File: src/hdl/bus_pkg.sv
`default_nettype none

package bus_pkg;

	localparam int ADDR_W = 16;
	localparam int DATA_W = 16;
	localparam int BYTE_W = 8;

	// Single address decoded to the UART chip
	localparam logic [ADDR_W-1:0] UART_ADDR = 16'hBF00;

	typedef enum logic {
		OP_READ  = 1'b0,
		OP_WRITE = 1'b1
	} mem_op_e;

	typedef enum logic [4:0] {
		IDLE,
		RX_WAIT,
		RX_STROBE,
		RX_TAKE,
		RX_END,
		TX_DRIVE,
		TX_HOLD,
		TX_WAIT_TBRE,
		TX_WAIT_TSRE,
		TX_END,
		RAM_RD_SETUP,
		RAM_RD_HOLD,
		RAM_RD_TAKE,
		RAM_WR_SETUP,
		RAM_WR_PULSE,
		RAM_WR_END,
		QUEUE_RD,
		QUEUE_END
	} seq_state_e;

	// One CPU access
	typedef struct packed {
		mem_op_e           op;
		logic [ADDR_W-1:0] addr;
		logic [DATA_W-1:0] wdata;
	} mem_req_t;

	// Chip strobes are active low except drive
	typedef struct packed {
		logic ram_en_n;
		logic ram_oe_n;
		logic ram_we_n;
		logic rdn;
		logic wrn;
		logic drive;
	} bus_ctrl_t;

endpackage

`default_nettype wire
File: src/hdl/rx_queue.sv
`timescale 1ns/1ps
`default_nettype none

module rx_queue #(
	parameter int QUEUE_DEPTH_LOG2 = 3
) (
	input  wire                             clk,
	input  wire                             rst,
	input  wire                             push,
	input  wire  [bus_pkg::BYTE_W-1:0]      push_byte,
	input  wire                             pop,
	output logic [bus_pkg::BYTE_W-1:0]      head_byte,
	output logic [QUEUE_DEPTH_LOG2:0]       count,
	output logic                            full,
	output logic                            empty
);

	localparam int DEPTH = 2 ** QUEUE_DEPTH_LOG2;

	logic [bus_pkg::BYTE_W-1:0] mem [DEPTH];

	// Pointers carry one wrap bit above the index
	logic [QUEUE_DEPTH_LOG2:0] wr_ptr;
	logic [QUEUE_DEPTH_LOG2:0] rd_ptr;

	logic do_push;
	logic do_pop;

	assign do_push = push && !full;
	assign do_pop  = pop && !empty;

	assign count = wr_ptr - rd_ptr;
	assign empty = (wr_ptr == rd_ptr);
	assign full  = (wr_ptr[QUEUE_DEPTH_LOG2] != rd_ptr[QUEUE_DEPTH_LOG2]) &&
		(wr_ptr[QUEUE_DEPTH_LOG2-1:0] == rd_ptr[QUEUE_DEPTH_LOG2-1:0]);

	assign head_byte = mem[rd_ptr[QUEUE_DEPTH_LOG2-1:0]];

	always_ff @(posedge clk) begin
		if (do_push)
			mem[wr_ptr[QUEUE_DEPTH_LOG2-1:0]] <= push_byte;
	end

	always_ff @(posedge clk or negedge rst) begin
		if (!rst) begin
			wr_ptr <= '0;
			rd_ptr <= '0;
		end else begin
			if (do_push)
				wr_ptr <= wr_ptr + 1'b1;
			if (do_pop)
				rd_ptr <= rd_ptr + 1'b1;
		end
	end

	// Sequencer only receives while there is room
	a_no_push_full: assert property (@(posedge clk) disable iff (!rst) push |-> !full);
	a_no_pop_empty: assert property (@(posedge clk) disable iff (!rst) pop |-> !empty);

endmodule

`default_nettype wire

File: config.mk
export PLATFORM = sky130hd
export DESIGN_NAME = rx_queue
export DESIGN_NICKNAME = d
export VERILOG_FILES = /design/src/hdl/bus_pkg.sv /design/src/hdl/rx_queue.sv
export SDC_FILE = /design/constraint.sdc
export NUM_CORES = 1
export LEC_CHECK = 0
export BUFFER_PORTS_ARGS = -buffer_cell sky130_fd_sc_hd__buf_4
export CAP_MARGIN = 20
export CORE_ASPECT_RATIO = 1.2
export CORE_MARGIN = 2
export CORE_UTILIZATION = 35
export CTS_CLUSTER_DIAMETER = 60
export DETAILED_ROUTE_END_ITERATION = 16
export PLACE_DENSITY = 0.61
export RECOVER_POWER = 25
export SETUP_SLACK_MARGIN = 0.15
export SLEW_MARGIN = 20
export SYNTH_ARGS = -nofsm -noshare
export SYNTH_HDL_FRONTEND = slang
export SYNTH_SLANG_ARGS = --single-unit
File: constraint.sdc
create_clock -name clk -period 4 [get_ports clk]
set_clock_uncertainty 0.15 [all_clocks]
set_input_delay 1.2 -clock clk [delete_from_list [all_inputs] [get_ports clk]]
set_output_delay 1.2 -clock clk [all_outputs]
set_load 0.005 [all_outputs]
==> flow_summary.toml <==
[status]
status = "completed"

[critical_path]
crit_chain = "inv_2 -> ha_1 -> nand3_1 -> nor2_1 -> buf_4"
worstPathMaxFanout = 10
cp_data_arrival_time_ns = 2.09
critical-path-top-delay-family = "flip-flops"
critical_path_required_ns = 2.65
crit_path_max_incr_delay_ns = 0.62
critPathBufInv = 2
cp-end-kind = "primary output"
criticalPathCategory = "reg2out"
critPathSlowestCell = "dfrtp_1"
cp-start-kind = "flop"

[logic_synthesis]
synth.avg_cell_area_um2 = 17.9
synth-seq-cells = 72
synth_cell_types = 27
synth_top_area_share_pct = 64.3
syn-cell-area_um2 = 2990
synthesis.nets = 185
async_reset_ff_share_pct = 11.1
ys_seq_area_share_pct = 71.0
synth_edf_count = 64
synth_cells = 167
synth_ff_type = "edfxtp_1"
yosysWarnings = 0
yosysTopAreaCell = "edfxtp_1"
synth_area_leaders = "edfxtp_1 (64%), mux4_2 (11%), dfrtp_1 (6.7%)"

[routing]
totalWireLength_um = 5360
dr.first_iter.drc_count = 58
wl_per_cell_um = 16.5
first_pass_iters = 4
vias_per_cell = 4.68
final_antenna_net_count = 0
remaining_drc_errors = 0
vias = 1527

[sta]
min_period_over_period_pct = 86.0
final.setup.worst_slack_ns = 0.559
rsz0062_at_grt = "no"
setup_violations = 0
max_slew_margin_pct = 56.1
hold_ws_ns = 0.404
max_freq_ghz = 0.291
post-route-min-period_ns = 3.44
drv_slew = 0
worst_pin_slew_ns = 0.657
finalHoldViolCount = 0
fin_tns_setup_ns = 0

[clocking]
cts_buffers = 9
ctsRootBufferMaster = "clkbuf_8"
cts_hold_buf = 0
clockBufferDepth = 2
clk_pin_slew_ns = 0.08
htreeDepth = 3
clock_latency_ns = 0.34
cts_tree = "done"
cts_resized = 0
cts_sinks = 72
postCtsSetupRepairBufs = 0

[job]
cap_violations = 0

[cells_and_area]
n_fill_cell = 763
stdcell_count = 326
utilization_pct = 43.3
finalInstanceArea_um2 = 3550
num_antenna_cells = 0
area_growth_pct = 18.8
final_nets = 225
drive_gt1_share_pct = 32.1

[floorplan]
die_w_um = 88.4
core_um2 = 8200
initial_core_util_pct = 36.5
dieArea_um2 = 9300
rows = 36
fp.dieH_um = 105
ioPinCount = 26

[global_route]
gr-total-overflow = 0
grt_max_degree = 21
grt.total_usage_pct = 12.9
first_global_vias = 1637
grt_pass1_wl_um = 8450
antenna_found_initial = 0

[place]
place_congestion = 0.734
post-place-ws_ns = 0.927
io_buffers = 25
placed_cell_area_um2 = 3350
dp.cells = 310
dp_hpwl_um = 3470

[power]
power_mw = 2.78
irDropWorstVdd_mv = 0.244
leakagePower_nw = 1.30
power_density_nw_per_um2 = 783

[worst_hold_path]
min_path_type = "reg2reg"
state kept, by name (all words and copies together) (netlist names):
name / flops
mem: 64
rd_ptr: 4
wr_ptr: 4
routing by layer:
layer	track usage, %	up-vias	part of all wire, %
li1	-	710	-
met1	15.6	785	42
met2	21.2	26	52
met3	3.52	6	3.6
met4	5.84	0	1.8
met5	0	-	0
power breakdown:
group	internal, mW	switching (mW)	leakage [nW]
clock network	0.360	0.278	0.116
logic	0.554	0.511	0.505
registers	0.969	0.111	0.675
layout make-up:
cell class / instances / area, µm² / share of cell area, %
multi-input combinational: 81 / 795 / 22.4
timing repair buffer: 34 / 233 / 6.55
tap: 114 / 143 / 4.02
inverter: 9 / 33.8 / 0.951
clock inverter: 7 / 103 / 2.89
clock buffer: 9 / 124 / 3.49
sequential: 72 / 2120 / 59.7
final timing paths:
path / end / slack, ns / cells past startpoint / start
max in group asynchronous: rd_ptr[2] / 2.75 / 1 / rst
setup / recovery: full / 0.56 / 5 / rd_ptr[2]
setup reg to reg: mem[7][0] / 1.33 / 5 / rd_ptr[2]
hold reg to reg: wr_ptr[3] / 0.40 / 1 / wr_ptr[3]
hold / removal: wr_ptr[3] / 0.40 / 1 / wr_ptr[3]
min in group asynchronous: wr_ptr[3] / 0.63 / 1 / rst
cell usage in the layout (no fill, tap or decap):
cell type	Yosys	routed
edfxtp_1	64	64
buf_4	0	28
nand2_1	27	27
mux4_2	15	15
clkbuf_8	0	9
inv_1	8	8
dfrtp_1	8	8
nor2_1	7	7
clkbuf_1	0	6
xnor2_1	5	5
ha_1	5	5
nor3_1	4	4
xor2_1	4	4
nand3_1	2	2
inv_6	0	2
bufinv_16	0	2
xnor2_2	1	1
a21o_1	1	1
a21oi_1	1	1
inv_2	1	1
mux4_1	1	1
o211ai_2	1	1
nor2_2	1	1
o21ai_4	1	1
nor4_2	0	1
o21ai_2	1	1
mux2_2	1	1
mux2_4	1	1
fa_1	1	1
inv_8	0	1
clkinv_4	0	1
clkinv_2	0	1
cell usage after synthesis (all sizes together) (2+ instances only):
master  count
xor2        4
xnor2       6
edfxtp     64
mux4       16
nand2      27
nor3        4
mux2        2
dfrtp       8
nor2        8
buf         5
o21ai       2
nand3       2
inv         9
ha          5
cell families after synthesis:
| group | count (synthesis) | share of synthesized area, % |
|---|---|---|
| AND/OR/NAND/NOR | 42 | 5.69 |
| multiplexers | 18 | 13.1 |
| AO/OA/AOI/OAI | 5 | 1.67 |
| buffers and inverters | 14 | 2.68 |
| flip-flops | 72 | 71.0 |
| XOR/XNOR | 10 | 3.18 |
| adder cells (fa/ha/maj) | 6 | 2.76 |
(Power assumes the default switching activity.)
