[src/hdl/bus_pkg.sv]
`default_nettype none

package bus_pkg;

	localparam int ADDR_W = 16;
	localparam int DATA_W = 16;
	localparam int BYTE_W = 8;

	// Single address decoded to the UART chip
	localparam logic [ADDR_W-1:0] UART_ADDR = 16'hBF00;

	typedef enum logic {
		OP_READ  = 1'b0,
		OP_WRITE = 1'b1
	} mem_op_e;

	typedef enum logic [4:0] {
		IDLE,
		RX_WAIT,
		RX_STROBE,
		RX_TAKE,
		RX_END,
		TX_DRIVE,
		TX_HOLD,
		TX_WAIT_TBRE,
		TX_WAIT_TSRE,
		TX_END,
		RAM_RD_SETUP,
		RAM_RD_HOLD,
		RAM_RD_TAKE,
		RAM_WR_SETUP,
		RAM_WR_PULSE,
		RAM_WR_END,
		QUEUE_RD,
		QUEUE_END
	} seq_state_e;

	// One CPU access
	typedef struct packed {
		mem_op_e           op;
		logic [ADDR_W-1:0] addr;
		logic [DATA_W-1:0] wdata;
	} mem_req_t;

	// Chip strobes are active low except drive
	typedef struct packed {
		logic ram_en_n;
		logic ram_oe_n;
		logic ram_we_n;
		logic rdn;
		logic wrn;
		logic drive;
	} bus_ctrl_t;

endpackage

`default_nettype wire
[src/hdl/bus_sequencer.sv]
`timescale 1ns/1ps
`default_nettype none

module bus_sequencer #(
	parameter int TICK_DIV_LOG2 = 1
) (
	input  wire                 clk,
	input  wire                 rst,
	input  wire                 start,
	input  bus_pkg::mem_req_t   req,
	input  wire                 data_ready,
	input  wire                 tbre,
	input  wire                 tsre,
	input  wire                 queue_full,
	input  wire                 queue_empty,
	output logic                busy,
	output logic                done,
	output bus_pkg::bus_ctrl_t  ctrl,
	output bus_pkg::mem_req_t   cur_req,
	output logic                capture,
	output logic                result_sel,
	output logic                push,
	output logic                pop
);

	localparam logic [TICK_DIV_LOG2:0] TICK_LAST = (TICK_DIV_LOG2+1)'(2 ** TICK_DIV_LOG2 - 1);

	bus_pkg::seq_state_e state;
	bus_pkg::seq_state_e next_state;

	logic [TICK_DIV_LOG2:0] div_cnt;
	logic                   tick;
	logic                   is_uart;
	logic                   finish;

	//////////////////////////////
	// Bus step tick
	//////////////////////////////

	assign tick = (div_cnt == TICK_LAST);

	always_ff @(posedge clk or negedge rst) begin
		if (!rst)
			div_cnt <= '0;
		else if (tick)
			div_cnt <= '0;
		else
			div_cnt <= div_cnt + 1'b1;
	end

	// Request latch
	always_ff @(posedge clk) begin
		if (start)
			cur_req <= req;
	end

	assign is_uart = (cur_req.addr == bus_pkg::UART_ADDR);

	//////////////////////////////
	// State machine
	//////////////////////////////

	always_comb begin
		next_state = state;
		case (state)
			bus_pkg::IDLE: begin
				// Incoming byte wins over a waiting CPU access
				if (data_ready && !queue_full) begin
					next_state = bus_pkg::RX_WAIT;
				end else if (busy) begin
					if (is_uart)
						next_state = (cur_req.op == bus_pkg::OP_WRITE) ?
							bus_pkg::TX_DRIVE : bus_pkg::QUEUE_RD;
					else
						next_state = (cur_req.op == bus_pkg::OP_WRITE) ?
							bus_pkg::RAM_WR_SETUP : bus_pkg::RAM_RD_SETUP;
				end
			end
			bus_pkg::RX_WAIT: begin
				if (data_ready)
					next_state = bus_pkg::RX_STROBE;
			end
			bus_pkg::RX_STROBE:    next_state = bus_pkg::RX_TAKE;
			bus_pkg::RX_TAKE:      next_state = bus_pkg::RX_END;
			bus_pkg::RX_END:       next_state = bus_pkg::IDLE;
			bus_pkg::TX_DRIVE:     next_state = bus_pkg::TX_HOLD;
			bus_pkg::TX_HOLD:      next_state = bus_pkg::TX_WAIT_TBRE;
			bus_pkg::TX_WAIT_TBRE: begin
				if (tbre)
					next_state = bus_pkg::TX_WAIT_TSRE;
			end
			bus_pkg::TX_WAIT_TSRE: begin
				if (tsre)
					next_state = bus_pkg::TX_END;
			end
			bus_pkg::TX_END:       next_state = bus_pkg::IDLE;
			bus_pkg::RAM_RD_SETUP: next_state = bus_pkg::RAM_RD_HOLD;
			bus_pkg::RAM_RD_HOLD:  next_state = bus_pkg::RAM_RD_TAKE;
			bus_pkg::RAM_RD_TAKE:  next_state = bus_pkg::IDLE;
			bus_pkg::RAM_WR_SETUP: next_state = bus_pkg::RAM_WR_PULSE;
			bus_pkg::RAM_WR_PULSE: next_state = bus_pkg::RAM_WR_END;
			bus_pkg::RAM_WR_END:   next_state = bus_pkg::IDLE;
			bus_pkg::QUEUE_RD:     next_state = bus_pkg::QUEUE_END;
			bus_pkg::QUEUE_END:    next_state = bus_pkg::IDLE;
			default:               next_state = bus_pkg::IDLE;
		endcase
	end

	always_ff @(posedge clk or negedge rst) begin
		if (!rst)
			state <= bus_pkg::IDLE;
		else if (tick)
			state <= next_state;
	end

	// Last step of each CPU access
	assign finish = tick && (state == bus_pkg::RAM_RD_TAKE || state == bus_pkg::RAM_WR_END ||
		state == bus_pkg::TX_END || state == bus_pkg::QUEUE_END);

	always_ff @(posedge clk or negedge rst) begin
		if (!rst) begin
			busy <= 1'b0;
			done <= 1'b0;
		end else begin
			done <= finish;
			if (finish)
				busy <= 1'b0;
			else if (start)
				busy <= 1'b1;
		end
	end

	assign capture = tick && (state == bus_pkg::RAM_RD_TAKE ||
		state == bus_pkg::RX_STROBE || state == bus_pkg::QUEUE_RD);
	assign result_sel = (state == bus_pkg::QUEUE_RD);
	assign push = tick && (state == bus_pkg::RX_TAKE);
	// Empty queue read returns zero and leaves pointers alone
	assign pop = tick && (state == bus_pkg::QUEUE_END) && !queue_empty;

	//////////////////////////////
	// Strobe pattern per state
	//////////////////////////////

	always_comb begin
		ctrl = '{ram_en_n: 1'b1, ram_oe_n: 1'b1, ram_we_n: 1'b1,
			rdn: 1'b1, wrn: 1'b1, drive: 1'b0};
		case (state)
			bus_pkg::RX_STROBE, bus_pkg::RX_TAKE: ctrl.rdn = 1'b0;
			bus_pkg::TX_DRIVE, bus_pkg::TX_WAIT_TBRE: ctrl.drive = 1'b1;
			bus_pkg::TX_HOLD: begin
				ctrl.drive = 1'b1;
				ctrl.wrn   = 1'b0;
			end
			bus_pkg::RAM_RD_SETUP, bus_pkg::RAM_RD_HOLD, bus_pkg::RAM_RD_TAKE: begin
				ctrl.ram_en_n = 1'b0;
				ctrl.ram_oe_n = 1'b0;
			end
			bus_pkg::RAM_WR_SETUP, bus_pkg::RAM_WR_END: begin
				ctrl.ram_en_n = 1'b0;
				ctrl.drive    = 1'b1;
			end
			bus_pkg::RAM_WR_PULSE: begin
				ctrl.ram_en_n = 1'b0;
				ctrl.ram_we_n = 1'b0;
				ctrl.drive    = 1'b1;
			end
			default: ;
		endcase
	end

	a_start_idle: assert property (@(posedge clk) disable iff (!rst) start |-> !busy);
	a_uart_excl: assert property (@(posedge clk) disable iff (!rst) ctrl.rdn || ctrl.wrn);
	a_no_contend: assert property (@(posedge clk) disable iff (!rst)
		!(ctrl.drive && !ctrl.ram_oe_n));

endmodule

`default_nettype wire

[config.mk]
export PLATFORM = sky130hd
export DESIGN_NAME = bus_sequencer
export DESIGN_NICKNAME = d
export VERILOG_FILES = /design/src/hdl/bus_pkg.sv /design/src/hdl/bus_sequencer.sv
export SDC_FILE = /design/constraint.sdc
export NUM_CORES = 1
export LEC_CHECK = 0
export BUFFER_PORTS_ARGS = -buffer_cell sky130_fd_sc_hd__buf_2
export CAP_MARGIN = 20
export CORE_ASPECT_RATIO = 1.2
export CORE_MARGIN = 2
export CORE_UTILIZATION = 48
export CTS_BUF_LIST = sky130_fd_sc_hd__clkbuf_2
export CTS_CLUSTER_SIZE = 12
export DETAILED_ROUTE_END_ITERATION = 12
export GPL_TIMING_DRIVEN = 1
export PLACE_DENSITY = 0.88
export SETUP_SLACK_MARGIN = 0.2
export SYNTH_ARGS = -nofsm -noshare
export SYNTH_HDL_FRONTEND = slang
export SYNTH_SLANG_ARGS = --single-unit
[constraint.sdc]
create_clock -name clk -period 2.3 [get_ports clk]
set_input_delay 0.345 -clock clk [delete_from_list [all_inputs] [get_ports clk]]
set_output_delay 0.345 -clock clk [all_outputs]
set_load 0.05 [all_outputs]
==> results of run 1 <==
[routing by layer]
layer  wire [um]  part of all wire  track usage
met5           0                 0            0
met4         115             0.029        0.101
met2        1900              0.48        0.313
met1        1500              0.38        0.220
met3         463              0.12        0.102
[timing repair]
action,4_1_cts,5_1_grt
endpoints found under the hold margin,9,0
setup buffers,8,2
hold buffers,1,0
gates resized for setup,11,3
endpoints found under the setup margin,6,3
[power breakdown]
part / switching (W) / internal [W]
Combinational: 0.000800 / 0.000488
Sequential: 0.0000773 / 0.000921
Clock: 0.000232 / 0.0000751
Total: 0.00111 / 0.00148
[sequential cells by signal, summed over array words and instances (netlist names)]
name	cells
cur_req	33
state	5
div_cnt	2
busy	1
done	1
[cells in the mapped netlist (all sizes together)]
cell	count	share of area
nand4b	2	0.013
a211o	1	0.0047
o211a	1	0.0054
mux2i	3	0.016
o32ai	1	0.0088
mux2	2	0.012
and2	2	0.0068
inv	4	0.0081
nand2b	4	0.014
clkbuf	3	0.010
nor3	3	0.011
a21boi	1	0.0041
xnor2	2	0.0095
nor2b	4	0.014
or3	2	0.012
a22o	1	0.0047
nand4	2	0.010
a221oi	1	0.0081
o21a	1	0.0041
dfrtp	9	0.12
or2b	1	0.0047
nand2	3	0.0061
or4	4	0.018
nand3	3	0.0081
o22ai	1	0.0034
edfxtp	33	0.54
nor2	7	0.014
buf	4	0.020
o211ai	1	0.0041
xor2	1	0.0047
a22oi	1	0.0041
or2	1	0.0034
nor4	3	0.018
dlygate4sd1	1	0.0047
o21ai	6	0.016
and2b	5	0.024
a21oi	4	0.011
[worst paths after layout]
path	slack (ns)	end	start
setup / recovery	0.23	capture	state[2]
max in group asynchronous	1.79	state[4]	rst
setup reg to reg	0.38	state[2]	state[4]
min in group asynchronous	0.31	div_cnt[0]	rst
hold / removal	0.10	cur_req[26]	req[26]
hold reg to reg	0.48	div_cnt[1]	div_cnt[0]
[cells by family after synthesis]
logic type / after synthesis / share of synthesized area
buf+inv: 12 / 0.0433
compound gates: 20 / 0.0785
flops: 42 / 0.658
mux: 5 / 0.0284
xor+xnor: 3 / 0.0142
simple gates: 46 / 0.177
[stage by stage]
step                cells  cell area, um2  utilization  setup slack (ns)
finish                277            2460        0.673             0.235
global route          277            2460        0.673             0.129
floorplan             128            1870            -             0.191
global placement      258            2310        0.630             0.333
detailed placement    258            2310        0.630             0.276
CTS                   275            2440        0.666             0.188
[worst register-to-register path: stages, from the launching register on]
cell      delay [ns]
dfrtp_2         0.49
buf_4           0.16
or4_1           0.53
a221oi_2        0.20
nor3_2          0.13
mux2_1          0.32
[area by class of cell]
cell class                 instances  share of cell area
multi-input combinational         74               0.240
sequential                        42               0.496
clock buffer                       5              0.0102
timing repair buffer              97               0.214
inverter                           4             0.00609
tap                               52              0.0264
clock inverter                     3             0.00812
[cells in the final DEF, fill, tap and decap left out, types with 3 or more instances in the layout]
cell type and instances:
a21oi_1 4, and2b_2 4, buf_2 83, buf_4 10, clkbuf_2 5, dfrtp_1 4
dfrtp_2 5, edfxtp_1 33, inv_1 4, mux2i_1 3, nand2_1 3, nand2b_1 3
nand3_1 3, nor2_1 5, nor2b_1 3, o21ai_1 3, or4_1 3
==> results.toml, run 1 <==
[run_status]
status = "completed"

[synth]
synth_area_per_cell_um2 = 14.4
syn_nets = 169
syn-cell-area_um2 = 1850
syn_inst = 128
synth.distinct_cells = 46
ys_warn_count = 0
synth_seq_cells = 42
synth_seq_area_share = 0.658

[sta]
rsz0062_at_grt = "yes"
fin_crit_sh = 0.898
fin_tns_setup_ns = 0
hold_viol_final = 0
period_needed_ns = 2.07
clock.fmax_ghz = 0.484
slew_viol_final = 0
worst_clock_skew_ns = 0.0142
holdWs_ns = 0.102
slew_headroom = 0.540
tightestPinTransition_ns = 0.690
setup_viol = 0

[grt]
grt_usage = 0.200
antenna_found_initial = 0
grt_first_pass_wirelength_um = 6210
grt_pass1_vias = 1405
grt_max_degree = 35
grt-ovfl-total = 0

[cells_and_area]
regArea_um2 = 1220
drive_gt1_frac = 0.578
diodes = 0
nFillCells = 286
fin_nets = 265
multiInputGateArea_um2 = 591
syn_to_final_growth_pct = 33.4

[drt]
routed-via-count = 1386
ant_nets = 0
routed_via_density = 5.00
post_drt_wl_per_cell_um = 14.4
drt_iter0_markers = 50
drc = 0
first_pass_iters = 4
wirelength_um = 3980

[worst_setup_path]
crit_buf_inv = 1
critPathArrivalTime_ns = 1.72
slowest_delay_ns = 0.50
path_cells = "and2b_2, mux2i_1, o21a_1, nor4_4, buf_6"
r2r_cells = 5
crit_family = "flip-flops"
crit_required_ns = 1.96
crit_path_end_kind = "output pin"
cp_max_fo = 7
cp-start-kind = "flop"
cp.depth = 5
critPathKind = "flop to output pin"
cp_slowest_cell = "dfrtp_2"

[die]
coreArea_um2 = 3660
start_util = 0.504
ios = 86
num_rows = 24
dieWidth_um = 60.6
dieArea_um2 = 4360
die_h_um = 72.0

[placement]
portBuffers = 85
place_hpwl_um = 2940
place.gp.congestion = 0.872

[clock_network]
cts_max_level = 2
cts.sinks = 42
path_clk_slew_ns = 0.21
numCtsBuffers = 5
cts_root_buf = "clkbuf_2"
clock_latency_ns = 0.39
clk_path_buf_depth = 2
cts_tree = "done"

[power_and_ir_drop]
leakagePower_nw = 1.09
pwr_density_cell_nw_per_um2 = 1050
p_total_w = 0.00259
ir_drop_v = 0.000488

[min_path]
min-delay-path-class = "input pin to flop"
min_path_cells = 1

[flow_run]
drv_cap = 0
(Power assumes the default switching activity.)
==> run 2, diff against run 1 <==
--- a/config.mk
+++ b/config.mk
@@ -9,12 +9,12 @@
 export CAP_MARGIN = 20
 export CORE_ASPECT_RATIO = 1.2
 export CORE_MARGIN = 2
-export CORE_UTILIZATION = 48
-export CTS_BUF_LIST = sky130_fd_sc_hd__clkbuf_2
+export CORE_UTILIZATION = 46
+export CTS_BUF_LIST = sky130_fd_sc_hd__clkbuf_16
 export CTS_CLUSTER_SIZE = 12
 export DETAILED_ROUTE_END_ITERATION = 12
 export GPL_TIMING_DRIVEN = 1
-export PLACE_DENSITY = 0.88
+export PLACE_DENSITY = 0.85
 export SETUP_SLACK_MARGIN = 0.2
 export SYNTH_ARGS = -nofsm -noshare
 export SYNTH_HDL_FRONTEND = slang
==> run 2 against run 1 <==
Effect of this change:
- clock skew decreased by 0.0083 ns
- global-route usage shrank 2.6 points
- power grew 15%
- routed wire length fell by 5.9%
- sequential cell count unchanged
- non-clock buffer count decreased by 6
- worst hold slack improved by 0.14 ns
- critical path type unchanged
==> results.toml, run 2 (synthesis results as in run 1) <==
[run_status]
status = "completed"

[sta]
hold_viol_final = 0
slew_headroom = 0.534
clock.fmax_ghz = 0.501
period_needed_ns = 2.00
worst_clock_skew_ns = 0.00584
rsz0062_at_grt = "no"
holdWs_ns = 0.240
slew_viol_final = 0
fin_tns_setup_ns = 0
fin_crit_sh = 0.868
tightestPinTransition_ns = 0.698
setup_viol = 0

[clock_network]
clock_latency_ns = 0.28
numCtsBuffers = 5
cts_root_buf = "clkbuf_16"
cts_tree = "done"
cts.sinks = 42
clk_path_buf_depth = 2
cts_max_level = 2
path_clk_slew_ns = 0.06

[grt]
grt_usage = 0.174
grt_first_pass_wirelength_um = 5640
grt_max_degree = 35
antenna_found_initial = 0
grt-ovfl-total = 0
grt_pass1_vias = 1276

[cells_and_area]
drive_gt1_frac = 0.557
nFillCells = 306
diodes = 0
multiInputGateArea_um2 = 581
reg_top3 = "cur_req: 33 flops, state: 5 flops, div_cnt: 2 flops"
fin_nets = 259
design_area_um2 = 2530
final_cell_mix = "buf_2 (84), edfxtp_1 (33), nor2_1 (6)"
largest-register = "cur_req"
largest_register_ff_count = 33
regArea_um2 = 1220
final_common_cell = "buf_2"
syn_to_final_growth_pct = 36.7

[drt]
met1_length_um = 1420
ant_nets = 0
routed_via_density = 5.00
wirelength_um = 3740
first_pass_iters = 4
drc = 0
highest_layer = "met4"
routed-via-count = 1366
wl_met2_um = 1790
post_drt_wl_per_cell_um = 13.7
drt_iter0_markers = 65
route.met3.wl_um = 463

[power_and_ir_drop]
pwr_density_cell_nw_per_um2 = 1180
leakagePower_nw = 1.11
ir_drop_v = 0.000706

[placement]
place_hpwl_um = 2850
portBuffers = 85
place.gp.congestion = 0.862
placed_cell_area_um2 = 2310

[die]
dieWidth_um = 61.9
dieArea_um2 = 4540
num_rows = 25
ios = 86
coreArea_um2 = 3910
die_h_um = 73.4
start_util = 0.473

[min_path]
min-delay-path-class = "input pin to flop"

[worst_setup_path]
crit_required_ns = 1.96
critPathArrivalTime_ns = 1.65
critPathKind = "flop to output pin"
cp_max_fo = 11
cp-start-kind = "flop"
crit_path_end_kind = "output pin"

[flow_run]
drv_cap = 0
## run 2: cell types whose count changed in the layout (fill, tap and decap cells not counted), sizes merged
| cell | previous run | this run |
|---|---|---|
| clkbuf | 5 | 6 |
| clkinv | 1 | 0 |
| buf | 96 | 89 |
| bufinv | 0 | 1 |
## run 2: through the flow
step	total power, W	setup slack (ns)	utilization	std cells
floorplan	0.00199	0.191	-	128
global placement	0.00213	0.357	0.591	260
detailed placement	0.00216	0.320	0.591	260
CTS	0.00294	0.227	0.637	269
global route	0.00312	0.210	0.646	273
finish	0.00299	0.303	0.646	273
## run 2: final timing paths
kind                            start           to  slack [ns]  depth (start not counted)
max                          state[3]      capture        0.30                          5
min                           req[26]  cur_req[26]        0.24                          1
max reg2reg                  state[4]     state[3]        0.48                          4
min reg2reg                div_cnt[0]   div_cnt[1]        0.47                          1
max in group asynchronous         rst     state[1]        1.64                          2
min in group asynchronous         rst     state[4]        0.45                          2
## run 2: final cells by class
cell class,instances,area share
Tap cell,54,0.0267
Clock inverter,3,0.0163
Timing Repair Buffer,91,0.188
Multi-Input combinational cell,74,0.230
Inverter,4,0.00594
Sequential cell,42,0.483
Clock buffer,5,0.0495
## run 2: worst max-delay path, stage by stage (launching register included)
cell and delay [ns]:
dfrtp_2 0.48, nand2b_1 0.21, nand2b_1 0.20, o21a_1 0.14, nor4_4 0.12, buf_4 0.23
## run 2: power by group
part	internal, W	leakage [nW]	switching, W
registers	0.000922	0.427	0.000118
clock network	0.000507	0.0812	0.000258
logic	0.000449	0.597	0.000732
total	0.00188	1.11	0.00111
## run 2: repair_timing
action | in CTS | in global routing
hold buffers | 1 | 0
gates resized for setup | 3 | 3
endpoints found under the hold margin | 9 | 0
setup endpoints to repair | 1 | 1
setup buffers | 0 | 4
## run 2: per-layer routing
metal,track usage,up-vias
li1,-,654
met1,0.188,627
met2,0.271,78
met3,0.100,7
met4,0.0804,0
met5,0,-
==> run 3, diff against run 2 <==
--- a/config.mk
+++ b/config.mk
@@ -14,7 +14,7 @@
 export CTS_CLUSTER_SIZE = 12
 export DETAILED_ROUTE_END_ITERATION = 12
 export GPL_TIMING_DRIVEN = 1
-export PLACE_DENSITY = 0.85
+export PLACE_DENSITY = 0.79
 export SETUP_SLACK_MARGIN = 0.2
 export SYNTH_ARGS = -nofsm -noshare
 export SYNTH_HDL_FRONTEND = slang
==> run 3 against run 2 <==
Effect of this change:
- combinational power barely moved
- global-route usage rose by 0.93 points
- register-to-register slack barely moved
- non-clock buffer count did not move
- clock power rose by 0.8%
==> results.toml, run 3 (synthesis results as in run 1) <==
[run_status]
status = "completed"

[die]
start_util = 0.473
dieArea_um2 = 4540
ios = 86
dieWidth_um = 61.9
coreArea_um2 = 3910
num_rows = 25
die_h_um = 73.4

[worst_setup_path]
cp_max_fo = 10
critPathArrivalTime_ns = 1.68
crit_start = "state[0]"
cp_slowest_cell = "dfrtp_1"
r2r_end = "state[3]"
r2r_cells = 4
critPathKind = "flop to output pin"
r2r-start = "state[3]"
rrSetupSlack_ns = 0.49
path_cells = "or3_4, nor2_1, buf_2"
cp-start-kind = "flop"
endpoint = "result_sel"
slowest_delay_ns = 0.51
crit_required_ns = 1.96
crit_path_end_kind = "output pin"

[grt]
grt_usage = 0.184
grt_pass1_vias = 1296
grt_max_degree = 35
grt-ovfl-total = 0
grt_first_pass_wirelength_um = 5870
antenna_found_initial = 0

[drt]
drc = 0
post_drt_wl_per_cell_um = 14.1
wirelength_um = 3860
drt_iter0_markers = 81
route.met3.wl_um = 413
routed_via_density = 4.96
first_pass_iters = 4
wl_met2_um = 1900
highest_layer = "met4"
ant_nets = 0
met1_length_um = 1470
routed-via-count = 1355

[sta]
tightestPinTransition_ns = 0.706
slew_viol_final = 0
rsz0062_at_grt = "no"
fin_crit_sh = 0.882
setup_slack_ns = 0.271
slew_headroom = 0.529
worst_clock_skew_ns = 0.00223
clock.fmax_ghz = 0.493
fin_tns_setup_ns = 0
holdWs_ns = 0.235
hold_viol_final = 0
period_needed_ns = 2.03
setup_viol = 0

[power_and_ir_drop]
clkPwrFrac = 0.259
pwr_density_cell_nw_per_um2 = 1180
combPwrFrac = 0.387
ir_drop_v = 0.000623
seqPwrFrac = 0.354
switching_share = 0.373
internal_power_w = 0.00187
switching_power_w = 0.00111
p_total_w = 0.00298
leakagePower_nw = 1.11

[placement]
dp_slack_ns = 0.312
place.gp.congestion = 0.851
place_hpwl_um = 2800
portBuffers = 85

[cells_and_area]
largest_register_ff_count = 33
final_common_cell = "buf_2"
multiInputGateArea_um2 = 581
regArea_um2 = 1220
diodes = 0
largest-register = "cur_req"
final_cell_mix = "buf_2 (84), edfxtp_1 (33), nor2_1 (6), dfrtp_1 (6)"
syn_to_final_growth_pct = 36.6
fin_nets = 259
drive_gt1_frac = 0.553
nFillCells = 304
reg_top3 = "cur_req: 33 flops, state: 5 flops, div_cnt: 2 flops"

[clock_network]
cts_tree = "done"
cts.sinks = 42
clk_path_buf_depth = 2
cts_root_buf = "clkbuf_16"
numCtsBuffers = 5
clock_latency_ns = 0.28
path_clk_slew_ns = 0.06
cts_max_level = 2

[flow_run]
drv_cap = 0

[min_path]
min-delay-path-class = "input pin to flop"
[run 3: changes by cell type in the layout (fill, tap and decap cells not counted)]
cell / delta
dfrtp_1: +1
dfrtp_2: -1
[run 3: worst min-delay path by stage]
stage	from	end	slack, ns	cells after the start
floorplan	rst	busy	0.05	0
global placement	rst	state[1]	0.21	1
detailed placement	rst	state[2]	0.22	1
CTS	req[2]	cur_req[2]	0.23	1
global route	req[13]	cur_req[13]	0.23	1
finish	req[10]	cur_req[10]	0.23	1
[run 3: worst max-delay path: cells and delay by family, from the launching register on]
family | cells | cell delay [ns]
buf+inv | 1 | 0.29
flops | 1 | 0.51
simple gates | 2 | 0.60
[run 3: cell type report]
class | count | area share
flip-flops and latches | 42 | 0.483
multi-input cells | 74 | 0.230
repair buffers | 91 | 0.188
clock buffers | 5 | 0.0496
well taps | 54 | 0.0268
clock inverters | 3 | 0.0164
inverters | 4 | 0.00595
[run 3: routing by layer]
layer / track usage / vias up
met5: 0 / -
met4: 0.0851 / 0
met3: 0.0951 / 7
met2: 0.288 / 70
met1: 0.204 / 621
li1: - / 657
[run 3: power groups by stage]
stage	clock network, W	logic (W)	registers [W]
finish	0.000771	0.00115	0.00105
global route	0.000824	0.00125	0.00107
CTS	0.000796	0.00108	0.00107
detailed placement	0	0.00107	0.00108
global placement	0	0.00106	0.00108
floorplan	0	0.000853	0.00114
[run 3: through the flow]
step	util	cells	cell area (um2)
6_report	0.646	273	2520
5_1_grt	0.646	273	2520
4_1_cts	0.639	270	2500
3_5_place_dp	0.593	261	2320
3_3_place_gp	0.593	261	2320
2_1_floorplan	-	128	1870
[run 3: timing repair]
| action | CTS | global route |
|---|---|---|
| setup endpoints to repair | 1 | 1 |
| hold endpoints to repair | 9 | 0 |
| hold buffers | 1 | 0 |
| buffers inserted | 0 | 3 |
| resized for setup | 3 | 2 |
| pin swaps | 0 | 0 |
